**config.mk**
```make
export PLATFORM = sky130hd
export DESIGN_NAME = uart_rx_array
export DESIGN_NICKNAME = d
export VERILOG_FILES = /design/src/uart_rx_pkg.sv /design/src/uart_rx_array.sv /design/src/rx_axil_regs.sv /design/src/uart_rx.sv /design/src/rx_line_sync.sv
export SDC_FILE = /design/constraint.sdc
export NUM_CORES = 1
export LEC_CHECK = 0
export BUFFER_PORTS_ARGS = -buffer_cell sky130_fd_sc_hd__clkbuf_2
export CORE_UTILIZATION = 62
export DETAILED_ROUTE_END_ITERATION = 8
export PLACE_DENSITY_LB_ADDON = 0.1
export SKIP_LAST_GASP = 1
export SYNTH_ARGS = -nofsm -noshare
export SYNTH_HDL_FRONTEND = slang
export SYNTH_SLANG_ARGS = --single-unit
```
**constraint.sdc**
```tcl
create_clock -name clk -period 4.3 [get_ports clk]
set_input_delay 0.86 -clock clk [delete_from_list [all_inputs] [get_ports clk]]
set_output_delay 0.86 -clock clk [all_outputs]
set_load 0.005 [all_outputs]
```
**src/uart_rx_pkg.sv**
```systemverilog
// shared constants, register map and types of the uart receive array; compile before all modules
package uart_rx_pkg;

  // channel count and index width
  localparam int NUM_CH = 4;
  localparam int CH_W   = $clog2(NUM_CH);

  // clock cycles per serial bit
  localparam int WAIT_DIV = 16;
  localparam int CNT_W    = $clog2(WAIT_DIV);

  // bit-period counter and its two terminal counts
  typedef logic [CNT_W-1:0] cnt_t;
  localparam cnt_t HALF_LAST = cnt_t'(WAIT_DIV / 2 - 1);
  localparam cnt_t BIT_LAST  = cnt_t'(WAIT_DIV - 1);

  // register map, one status word per channel
  localparam int REG_STRIDE = 4;
  localparam int ADDR_W     = 4;
  localparam int ST_VALID   = 8;
  localparam int ST_FERR    = 9;
  localparam int ST_OVR     = 10;

  typedef logic [7:0]        uart_byte_t;
  typedef logic [ADDR_W-1:0] axil_addr_t;
  typedef logic [31:0]       axil_data_t;
  typedef logic [1:0]        axil_resp_t;

  localparam axil_resp_t RESP_OKAY   = 2'b00;
  localparam axil_resp_t RESP_SLVERR = 2'b10;

  // one received character
  typedef struct packed {
    uart_byte_t data;
    logic       ferr;
  } rx_frame_t;

  // master side of the axi4-lite port
  typedef struct packed {
    axil_addr_t awaddr;
    logic       awvalid;
    axil_data_t wdata;
    logic [3:0] wstrb;
    logic       wvalid;
    logic       bready;
    axil_addr_t araddr;
    logic       arvalid;
    logic       rready;
  } axil_req_t;

  // slave side of the axi4-lite port
  typedef struct packed {
    logic       awready;
    logic       wready;
    axil_resp_t bresp;
    logic       bvalid;
    logic       arready;
    axil_data_t rdata;
    axil_resp_t rresp;
    logic       rvalid;
  } axil_rsp_t;

  typedef enum logic [1:0] {IDLE, START, RECV, STOP} rx_state_t;
  typedef enum logic {RD_IDLE, RD_DATA} rd_state_t;
  typedef enum logic {WR_IDLE, WR_RESP} wr_state_t;

endpackage
```
**src/uart_rx_array.sv**
```systemverilog
// top of the four-channel uart receive array; line conditioner, receivers and axi4-lite register bank
`timescale 1ns/100ps

module uart_rx_array (
  input  logic                   clk,
  input  logic                   rst,
  input  logic                   rxd [uart_rx_pkg::NUM_CH],
  input  uart_rx_pkg::axil_req_t axil_req,
  output uart_rx_pkg::axil_rsp_t axil_rsp
);

  // filtered lines into the receivers
  logic                   rxd_clean [uart_rx_pkg::NUM_CH];
  // received characters into the register bank
  uart_rx_pkg::rx_frame_t frame [uart_rx_pkg::NUM_CH];
  logic                   frame_valid [uart_rx_pkg::NUM_CH];

  rx_line_sync i_rx_line_sync (
    .clk       (clk),
    .rst       (rst),
    .rxd       (rxd),
    .rxd_clean (rxd_clean)
  );

  // one receiver per channel
  for (genvar i = 0; i < uart_rx_pkg::NUM_CH; i++) begin : g_ch
    uart_rx i_uart_rx (
      .clk         (clk),
      .rst         (rst),
      .rxd         (rxd_clean[i]),
      .frame       (frame[i]),
      .frame_valid (frame_valid[i])
    );
  end

  rx_axil_regs i_rx_axil_regs (
    .clk         (clk),
    .rst         (rst),
    .frame       (frame),
    .frame_valid (frame_valid),
    .axil_req    (axil_req),
    .axil_rsp    (axil_rsp)
  );

endmodule

```
**src/rx_axil_regs.sv**
```systemverilog
// per-channel holding registers with status flags, read out over an axi4-lite slave port
`timescale 1ns/100ps

module rx_axil_regs (
  input  logic                   clk,
  input  logic                   rst,
  input  uart_rx_pkg::rx_frame_t frame [uart_rx_pkg::NUM_CH],
  input  logic                   frame_valid [uart_rx_pkg::NUM_CH],
  input  uart_rx_pkg::axil_req_t axil_req,
  output uart_rx_pkg::axil_rsp_t axil_rsp
);

  // channel registers
  uart_rx_pkg::uart_byte_t data_q [uart_rx_pkg::NUM_CH];
  logic                    valid_q [uart_rx_pkg::NUM_CH];
  logic                    ferr_q [uart_rx_pkg::NUM_CH];
  logic                    ovr_q [uart_rx_pkg::NUM_CH];
  uart_rx_pkg::axil_data_t status [uart_rx_pkg::NUM_CH];

  // read side
  uart_rx_pkg::rd_state_t  rd_state;
  uart_rx_pkg::axil_data_t rdata_q;
  uart_rx_pkg::axil_resp_t rresp_q;
  uart_rx_pkg::axil_addr_t ar_idx;
  logic [uart_rx_pkg::CH_W-1:0] ar_ch;
  logic                    ar_ok;
  logic                    ar_fire;

  // write side
  uart_rx_pkg::wr_state_t  wr_state;
  logic                    aw_seen;
  logic                    w_seen;
  logic                    aw_fire;
  logic                    w_fire;
  logic                    wr_done;

  // status word per channel
  always_comb begin
    for (int c = 0; c < uart_rx_pkg::NUM_CH; c++) begin
      status[c]                       = '0;
      status[c][7:0]                  = data_q[c];
      status[c][uart_rx_pkg::ST_VALID] = valid_q[c];
      status[c][uart_rx_pkg::ST_FERR]  = ferr_q[c];
      status[c][uart_rx_pkg::ST_OVR]   = ovr_q[c];
    end
  end

  // address decode, word index plus range check
  assign ar_idx  = uart_rx_pkg::axil_addr_t'(axil_req.araddr / uart_rx_pkg::REG_STRIDE);
  assign ar_ch   = ar_idx[uart_rx_pkg::CH_W-1:0];
  assign ar_ok   = int'(axil_req.araddr) < uart_rx_pkg::NUM_CH * uart_rx_pkg::REG_STRIDE;
  assign ar_fire = (rd_state == uart_rx_pkg::RD_IDLE) && axil_req.arvalid;

  // frame strobe wins over a clearing read in the same cycle
  always_ff @(posedge clk) begin
    for (int c = 0; c < uart_rx_pkg::NUM_CH; c++) begin
      if (rst) begin
        valid_q[c] <= 1'b0;
        ferr_q[c]  <= 1'b0;
        ovr_q[c]   <= 1'b0;
      end else if (frame_valid[c]) begin
        valid_q[c] <= 1'b1;
        ferr_q[c]  <= frame[c].ferr;
        // a read of this channel right now takes the old word, so no overrun
        ovr_q[c]   <= valid_q[c] && !(ar_fire && ar_ok && ar_ch == c[uart_rx_pkg::CH_W-1:0]);
      end else if (ar_fire && ar_ok && ar_ch == c[uart_rx_pkg::CH_W-1:0]) begin
        valid_q[c] <= 1'b0;
        ferr_q[c]  <= 1'b0;
        ovr_q[c]   <= 1'b0;
      end
      if (frame_valid[c]) begin
        data_q[c] <= frame[c].data;
      end
    end
  end

  // read fsm, one cycle from address to data
  always_ff @(posedge clk) begin
    if (rst) begin
      rd_state <= uart_rx_pkg::RD_IDLE;
    end else begin
      case (rd_state)
        uart_rx_pkg::RD_IDLE: begin
          if (ar_fire) begin
            rd_state <= uart_rx_pkg::RD_DATA;
          end
        end
        uart_rx_pkg::RD_DATA: begin
          if (axil_req.rready) begin
            rd_state <= uart_rx_pkg::RD_IDLE;
          end
        end
        default: begin
          rd_state <= uart_rx_pkg::RD_IDLE;
        end
      endcase
    end
    if (ar_fire) begin
      rdata_q <= ar_ok ? status[ar_ch] : '0;
      rresp_q <= ar_ok ? uart_rx_pkg::RESP_OKAY : uart_rx_pkg::RESP_SLVERR;
    end
  end

  // writes are refused, address and data may come in any order
  assign aw_fire = (wr_state == uart_rx_pkg::WR_IDLE) && !aw_seen && axil_req.awvalid;
  assign w_fire  = (wr_state == uart_rx_pkg::WR_IDLE) && !w_seen && axil_req.wvalid;
  assign wr_done = (aw_seen || aw_fire) && (w_seen || w_fire);

  always_ff @(posedge clk) begin
    if (rst) begin
      wr_state <= uart_rx_pkg::WR_IDLE;
      aw_seen  <= 1'b0;
      w_seen   <= 1'b0;
    end else if (wr_state == uart_rx_pkg::WR_IDLE) begin
      if (wr_done) begin
        wr_state <= uart_rx_pkg::WR_RESP;
        aw_seen  <= 1'b0;
        w_seen   <= 1'b0;
      end else begin
        aw_seen <= aw_seen || aw_fire;
        w_seen  <= w_seen || w_fire;
      end
    end else if (axil_req.bready) begin
      wr_state <= uart_rx_pkg::WR_IDLE;
    end
  end

  // slave outputs
  always_comb begin
    axil_rsp.awready = (wr_state == uart_rx_pkg::WR_IDLE) && !aw_seen;
    axil_rsp.wready  = (wr_state == uart_rx_pkg::WR_IDLE) && !w_seen;
    axil_rsp.bvalid  = (wr_state == uart_rx_pkg::WR_RESP);
    axil_rsp.bresp   = uart_rx_pkg::RESP_SLVERR;
    axil_rsp.arready = (rd_state == uart_rx_pkg::RD_IDLE);
    axil_rsp.rvalid  = (rd_state == uart_rx_pkg::RD_DATA);
    axil_rsp.rdata   = rdata_q;
    axil_rsp.rresp   = rresp_q;
  end

endmodule

```
**src/uart_rx.sv**
```systemverilog
// 8N1 serial receiver with mid-bit sampling and stop-bit check; one instance per channel
`timescale 1ns/100ps

module uart_rx (
  input  logic                  clk,
  input  logic                  rst,
  input  logic                  rxd,
  output uart_rx_pkg::rx_frame_t frame,
  output logic                  frame_valid
);

  uart_rx_pkg::rx_state_t  state_q;
  uart_rx_pkg::rx_state_t  state_d;
  uart_rx_pkg::cnt_t       cnt_q;
  uart_rx_pkg::cnt_t       cnt_d;
  logic [2:0]              bit_q;
  logic [2:0]              bit_d;
  uart_rx_pkg::uart_byte_t shift_q;
  uart_rx_pkg::uart_byte_t shift_d;
  uart_rx_pkg::rx_frame_t  frame_d;
  logic                    valid_d;

  always_comb begin
    state_d = state_q;
    cnt_d   = cnt_q;
    bit_d   = bit_q;
    shift_d = shift_q;
    frame_d = frame;
    valid_d = 1'b0;
    case (state_q)
      uart_rx_pkg::IDLE: begin
        cnt_d = '0;
        bit_d = '0;
        // falling edge of a possible start bit
        if (!rxd) begin
          state_d = uart_rx_pkg::START;
        end
      end
      uart_rx_pkg::START: begin
        if (rxd) begin
          // glitch, not a start bit
          state_d = uart_rx_pkg::IDLE;
        end else if (cnt_q == uart_rx_pkg::HALF_LAST) begin
          // now at the middle of the start bit
          cnt_d   = '0;
          state_d = uart_rx_pkg::RECV;
        end else begin
          cnt_d = cnt_q + 1'b1;
        end
      end
      uart_rx_pkg::RECV: begin
        if (cnt_q == uart_rx_pkg::BIT_LAST) begin
          cnt_d = '0;
          // lsb first, so shift in from the top
          shift_d = {rxd, shift_q[7:1]};
          bit_d   = bit_q + 1'b1;
          if (bit_q == 3'd7) begin
            state_d = uart_rx_pkg::STOP;
          end
        end else begin
          cnt_d = cnt_q + 1'b1;
        end
      end
      uart_rx_pkg::STOP: begin
        if (cnt_q == uart_rx_pkg::BIT_LAST) begin
          cnt_d = '0;
          // stop bit must be high
          frame_d.data = shift_q;
          frame_d.ferr = !rxd;
          valid_d      = 1'b1;
          state_d      = uart_rx_pkg::IDLE;
        end else begin
          cnt_d = cnt_q + 1'b1;
        end
      end
      default: begin
        state_d = uart_rx_pkg::IDLE;
      end
    endcase
  end

  always_ff @(posedge clk) begin
    if (rst) begin
      state_q     <= uart_rx_pkg::IDLE;
      cnt_q       <= '0;
      bit_q       <= '0;
      frame_valid <= 1'b0;
    end else begin
      state_q     <= state_d;
      cnt_q       <= cnt_d;
      bit_q       <= bit_d;
      frame_valid <= valid_d;
    end
    // payload only, qualified by frame_valid
    shift_q <= shift_d;
    frame   <= frame_d;
  end

endmodule

```
**src/rx_line_sync.sv**
```systemverilog
// brings every asynchronous serial line into the clock domain and filters out one-cycle glitches
`timescale 1ns/100ps

module rx_line_sync (
  input  logic clk,
  input  logic rst,
  input  logic rxd [uart_rx_pkg::NUM_CH],
  output logic rxd_clean [uart_rx_pkg::NUM_CH]
);

  // per line sample pipe, taps 0 and 1 are the synchronizer pair
  logic [2:0] pipe_q [uart_rx_pkg::NUM_CH];

  always_ff @(posedge clk) begin
    for (int i = 0; i < uart_rx_pkg::NUM_CH; i++) begin
      if (rst) begin
        // line idles high, so preset everything to 1
        pipe_q[i]    <= 3'b111;
        rxd_clean[i] <= 1'b1;
      end else begin
        pipe_q[i] <= {pipe_q[i][1:0], rxd[i]};
        // registered 2 of 3 vote
        rxd_clean[i] <= (pipe_q[i][0] & pipe_q[i][1]) |
                        (pipe_q[i][1] & pipe_q[i][2]) |
                        (pipe_q[i][0] & pipe_q[i][2]);
      end
    end
  end

endmodule

```
Word level (Yosys, flattened, before mapping)
Memory sizes are Yosys's and may differ from the RTL's.
Index checks and enable logic that the tools add are counted.
{"block": "word_totals", "register_bits": 148, "ram_bits": 56, "input_bits": 55, "out_inout_bits": 41, "elab_cells": 346, "n_memories": 5}
{"block": "classes", "add_sub_neg": 8, "magnitude_cmp": 1, "eq_ne": 51, "muxes": 130, "bitwise": 55, "reduce_logical": 59}
{"memory": "i_rx_axil_regs.data_q", "words": 4, "width": 8, "read_ports": 4, "rd_clocked_by_memory_dff": 0, "wr": 4, "line": "rx_axil_regs.sv:14", "source": "uart_rx_pkg::uart_byte_t data_q [uart_rx_pkg::NUM_CH];"}
{"memory": "i_rx_line_sync.pipe_q", "words": 4, "width": 3, "read_ports": 4, "rd_clocked_by_memory_dff": 0, "wr": 4, "line": "rx_line_sync.sv:12", "source": "logic [2:0] pipe_q [uart_rx_pkg::NUM_CH];"}
{"memory": "i_rx_axil_regs.ferr_q", "words": 4, "width": 1, "read_ports": 4, "rd_clocked_by_memory_dff": 0, "wr": 4, "line": "rx_axil_regs.sv:16", "source": "logic ferr_q [uart_rx_pkg::NUM_CH];"}
{"memory": "i_rx_axil_regs.ovr_q", "words": 4, "width": 1, "read_ports": 4, "rd_clocked_by_memory_dff": 0, "wr": 4, "line": "rx_axil_regs.sv:17", "source": "logic ovr_q [uart_rx_pkg::NUM_CH];"}
{"memory": "i_rx_axil_regs.valid_q", "words": 4, "width": 1, "read_ports": 4, "rd_clocked_by_memory_dff": 0, "wr": 4, "line": "rx_axil_regs.sv:15", "source": "logic valid_q [uart_rx_pkg::NUM_CH];"}
{"op": "$mux 1", "count": 70}
{"op": "$bmux 32 s2", "count": 1}
{"op": "$mux 32", "count": 2}
{"op": "$mux 2", "count": 24}
{"op": "$mux 4", "count": 12}
{"op": "$pmux 4 s3", "count": 4}
{"op": "$or 1x1->1", "count": 36}
{"op": "$pmux 2 s4", "count": 4}
{"op": "$mux 3", "count": 8}
{"op": "$ne 2x1->1 const B", "count": 12}
{"op": "$pmux 3 s2", "count": 4}
{"op": "$reduce_and 2->1", "count": 12}
{"op": "$eq 2x2->1 const B", "count": 10}
{"op": "$reduce_and 5->1", "count": 4}
{"op": "$add 4x1->4 const B", "count": 4}
{"op": "$eq 4x3->1 const B", "count": 4}
{"op": "$eq 4x4->1 const B", "count": 4}
{"op": "$ne 2x2->1 const B", "count": 8}
{"op": "$reduce_or 2->1", "count": 8}
{"op": "$logic_and 1x1->1", "count": 14}
{"op": "$add 3x1->3 const B", "count": 4}
{"op": "$and 1x1->1", "count": 12}
{"op": "$eq 3x3->1 const B", "count": 4}
{"op": "$ne 3x2->1 const B", "count": 4}
{"op": "9 further kinds", "count": 35}

Logic depth before layout (Yosys ltp)
{"block": "depth", "ltp_word": 8, "ltp_mapped": 5}

Hierarchy
A second synthesis with hierarchy kept.
{"block": "unflattened", "hier_cells": 492, "hier_area_um2": 7158.1}
{"module": "uart_rx", "instances": 4, "cells_each": 78, "area_each_um2": 1041.0}
{"module": "rx_axil_regs", "instances": 1, "cells_each": 138, "area_each_um2": 2494.9}
{"module": "rx_line_sync", "instances": 1, "cells_each": 42, "area_each_um2": 499.2}

Worst setup path before layout
OpenSTA, ideal clock, no wires.
{"block": "synth_path", "path_type": "input-to-reg", "start": "input port axil_req[4] in the netlist's numbering", "end": "register i_rx_axil_regs.rdata_q[3] (data pin)", "arrival_ns": 1.758, "t_required_ns": 4.028, "slack_ns": 2.270, "stages": 3, "path_cell_list": "buf_2 > buf_4 > mux4_2"}
{"block": "synth_between", "elab_chain_len": 4}
{"item": "from (decl)", "line": "uart_rx_array.sv:8", "source": "input uart_rx_pkg::axil_req_t axil_req,"}
{"item": "$not 2->3 (implied by the code)", "line": "rx_axil_regs.sv:99", "source": "rdata_q <= ar_ok ? status[ar_ch] : '0;"}
{"item": "$bmux 32 s2", "line": "rx_axil_regs.sv:99"}
{"item": "$mux 32 (implied by the code) (2 in a row)", "line": "rx_axil_regs.sv:99"}
{"item": "to (signal assigned)", "line": "rx_axil_regs.sv:99"}
{"item": "to (decl)", "line": "rx_axil_regs.sv:22", "source": "uart_rx_pkg::axil_data_t rdata_q;"}
Every way passes these cells. The select of a mux whose other input is x is not followed.
A chain may end at the register's enable or synchronous reset.

==> results.cfg <==
[global_routing]
use_met3_pct = 5.54
grt_pass1_wl_microns = 19700
grt_pass1_vias = 3919
gr-usage-met2_pct = 35.0
globalRoute.busiestLayer = met2
antenna_found_initial = 0
grt_usage_pct = 21.2
use_met1_pct = 26.9
grt_max_degree = 57
grt-ovfl-total = 0

[synthesis]
synth_area_per_cell_sq_um = 13.5
ys.flop_type = edfxtp_1
yosys_register_bits = 183
muxShareOfSynthArea_pct = 3.40
seq_area_frac_synth_pct = 67.1
synth_edf_count = 123
synth_top_family_by_area = simple AND/OR/NAND/NOR gates
syn_area_sq_um = 7290
synth_compound_area_share_pct = 8.24
synthAdderAreaFrac_pct = 2.06
synth-simple-area-share_pct = 14.1
synthXorXnorAreaFrac_pct = 0
synth_cell_type_count = 46
syn_inst = 540
ys_warn_count = 0
ys_async_sr_fraction_pct = 0

[detailed_routing]
vias = 4087
postRouteAntennaNets = 0
routed_wl_microns = 11900
drtIter0Drc = 228
post-route-drc-count = 0
avgRoutedWirePerCell_microns = 16.6
dr.pass1.iters = 4
drt-vias-per-instance = 5.72

[setup_path]
crit_fanout = 9
crit_chain = nor2_1, clkbuf_2
critPathSlowestCell = dfxtp_1
slowest_delay_ns = 0.47
cp.depth = 2
crit_required_ns = 3.44
path_class = reg2out
end_kind = output pin
cp_top_family = flip-flops
path_buf_inv = 1
r2r_cells = 2
cp.arrival_ns = 1.10
crit_path_start_kind = register

[timing]
min_period_ns = 1.96
finalCritPeriodShare_pct = 45.5
fmax_mhz = 511
setup_violations = 0
hold_viol = 0
finalMaxSlewViolations = 0
maxSlewHeadroom_pct = 45.4
worstMarginPinSlew_ns = 0.816
finalSetupTns_ns = 0
clock_skew_ns = 0.0107
rsz0062_at_grt = no

[cells_and_area]
mostFrequentLayoutCells = edfxtp_1, dfxtp_1, clkbuf_2
area_delta_synth_final_pct = 9.90
fin_util_pct = 70.2
final_cell_area_sq_um = 8010
drive_above_1_share_pct = 13.1
layout_commonest_cell = edfxtp_1
nNetsFinal = 625
diodes = 0

[worst_hold_path]
whs_path_depth = 0
min_path_type = reg2reg

[cts]
clkSlewWorstSetupHoldPaths_ns = 0.07
cts.sinks = 183
ctsResizeCount = 0
cts_hold_buf = 0
clk_path_buf_depth = 2
insertion_delay_ns = 0.43
cts_tree = yes
cts_buffers = 17
htree_levels = 4
cts_setup_buffers = 0
cts-root-buf = clkbuf_16

[power]
peakVddDrop_mv = 0.419
leakage_nw = 2.95
power_density_nw_per_um2 = 450

[placement]
portBuffers = 28
gp_congestion = 0.762
place_area_sq_um = 7380
hpwl_microns = 7760

[run_status]
status = completed

[die]
initial_utilization_pct = 63.8
die_h_microns = 110
die_w_microns = 110
core.rowCount = 39
dieArea_sq_um = 12200
core_area_sq_um = 11400
io_pins = 96

[job]
maxCapViolations = 0
-- per-stage QoR --
step	setup slack [ns]	std cells	hold slack, ns	power [mW]
2_1_floorplan	2.27	563	0.400	2.00
3_3_place_gp	2.05	682	0.403	2.01
3_5_place_dp	2.01	682	0.405	2.01
4_1_cts	2.33	714	0.420	3.63
5_1_grt	2.20	714	0.424	3.71
6_report	2.34	714	0.418	3.61
-- cell type report --
class	count	area, sq um
repair buffers	29	148
inverters	10	37.5
well taps	143	179
clock inverters	15	204
fillers	757	3410
multi-input cells	317	2120
clock buffers	17	425
flip-flops and latches	183	4890
-- metal layers --
metal / vias up / wire, microns
met2: 94 / 5970
met1: 1975 / 5240
met3: 17 / 462
met5: - / 0
li1: 2001 / -
met4: 0 / 212
-- logic make-up after synthesis --
group	count (synthesis)
AO/OA/AOI/OAI	92
adder cells (fa/ha/maj)	12
buffers and inverters	63
flip-flops	183
multiplexers	11
other	2
AND/OR/NAND/NOR	177
-- cells in the mapped netlist, drive strengths merged (6+ instances only) --
master / number / area share, %
nor3: 6 / 0.41
or3: 6 / 0.51
dfxtp: 60 / 16
nor2: 23 / 1.2
o21bai: 8 / 0.82
ha: 12 / 2.1
clkbuf: 12 / 0.62
and2: 11 / 0.96
a21oi: 23 / 1.6
nand4: 6 / 0.60
inv: 10 / 0.51
buf: 41 / 3.8
o21ai: 16 / 1.1
a31oi: 14 / 1.2
nand3: 27 / 1.9
and3: 7 / 0.60
mux4: 11 / 3.4
and3b: 11 / 1.3
nand2b: 14 / 1.2
edfxtp: 123 / 51
nor2b: 21 / 1.8
or2: 12 / 1.0
nand2: 19 / 0.98
-- worst paths after layout --
check / startpoint / endpoint / slack [ns]
max: i_rx_axil_regs.wr_state / axil_rsp[40] / 2.34
min: g_ch[2].i_uart_rx.frame[1] / i_rx_axil_regs.data_q[2][0] / 0.42
max reg2reg: register / g_ch[1].i_uart_rx.frame[4] / 2.36
min reg2reg: g_ch[2].i_uart_rx.frame[1] / i_rx_axil_regs.data_q[2][0] / 0.42
-- sequential cells by signal, indices dropped and copies added, names as in the netlist, 11 cells and up, named ones only --
| signal | cells |
|---|---|
| g_ch.i_uart_rx.bit_q | 12 |
| g_ch.i_uart_rx.frame | 36 |
| i_rx_axil_regs.data_q | 32 |
| g_ch.i_uart_rx.shift_q | 32 |
| i_rx_line_sync.pipe_q | 12 |
| g_ch.i_uart_rx.cnt_q | 16 |
| i_rx_axil_regs.rdata_q | 11 |
-- power breakdown --
part | leakage, nW | switching (mW) | internal (mW) | total (mW)
combinational | 1.01 | 0.0454 | 0.0345 | 0.0800
sequential | 1.63 | 0.0125 | 1.88 | 1.89
clock | 0.308 | 0.694 | 0.942 | 1.64
Power figures use the tool's default switching activity.
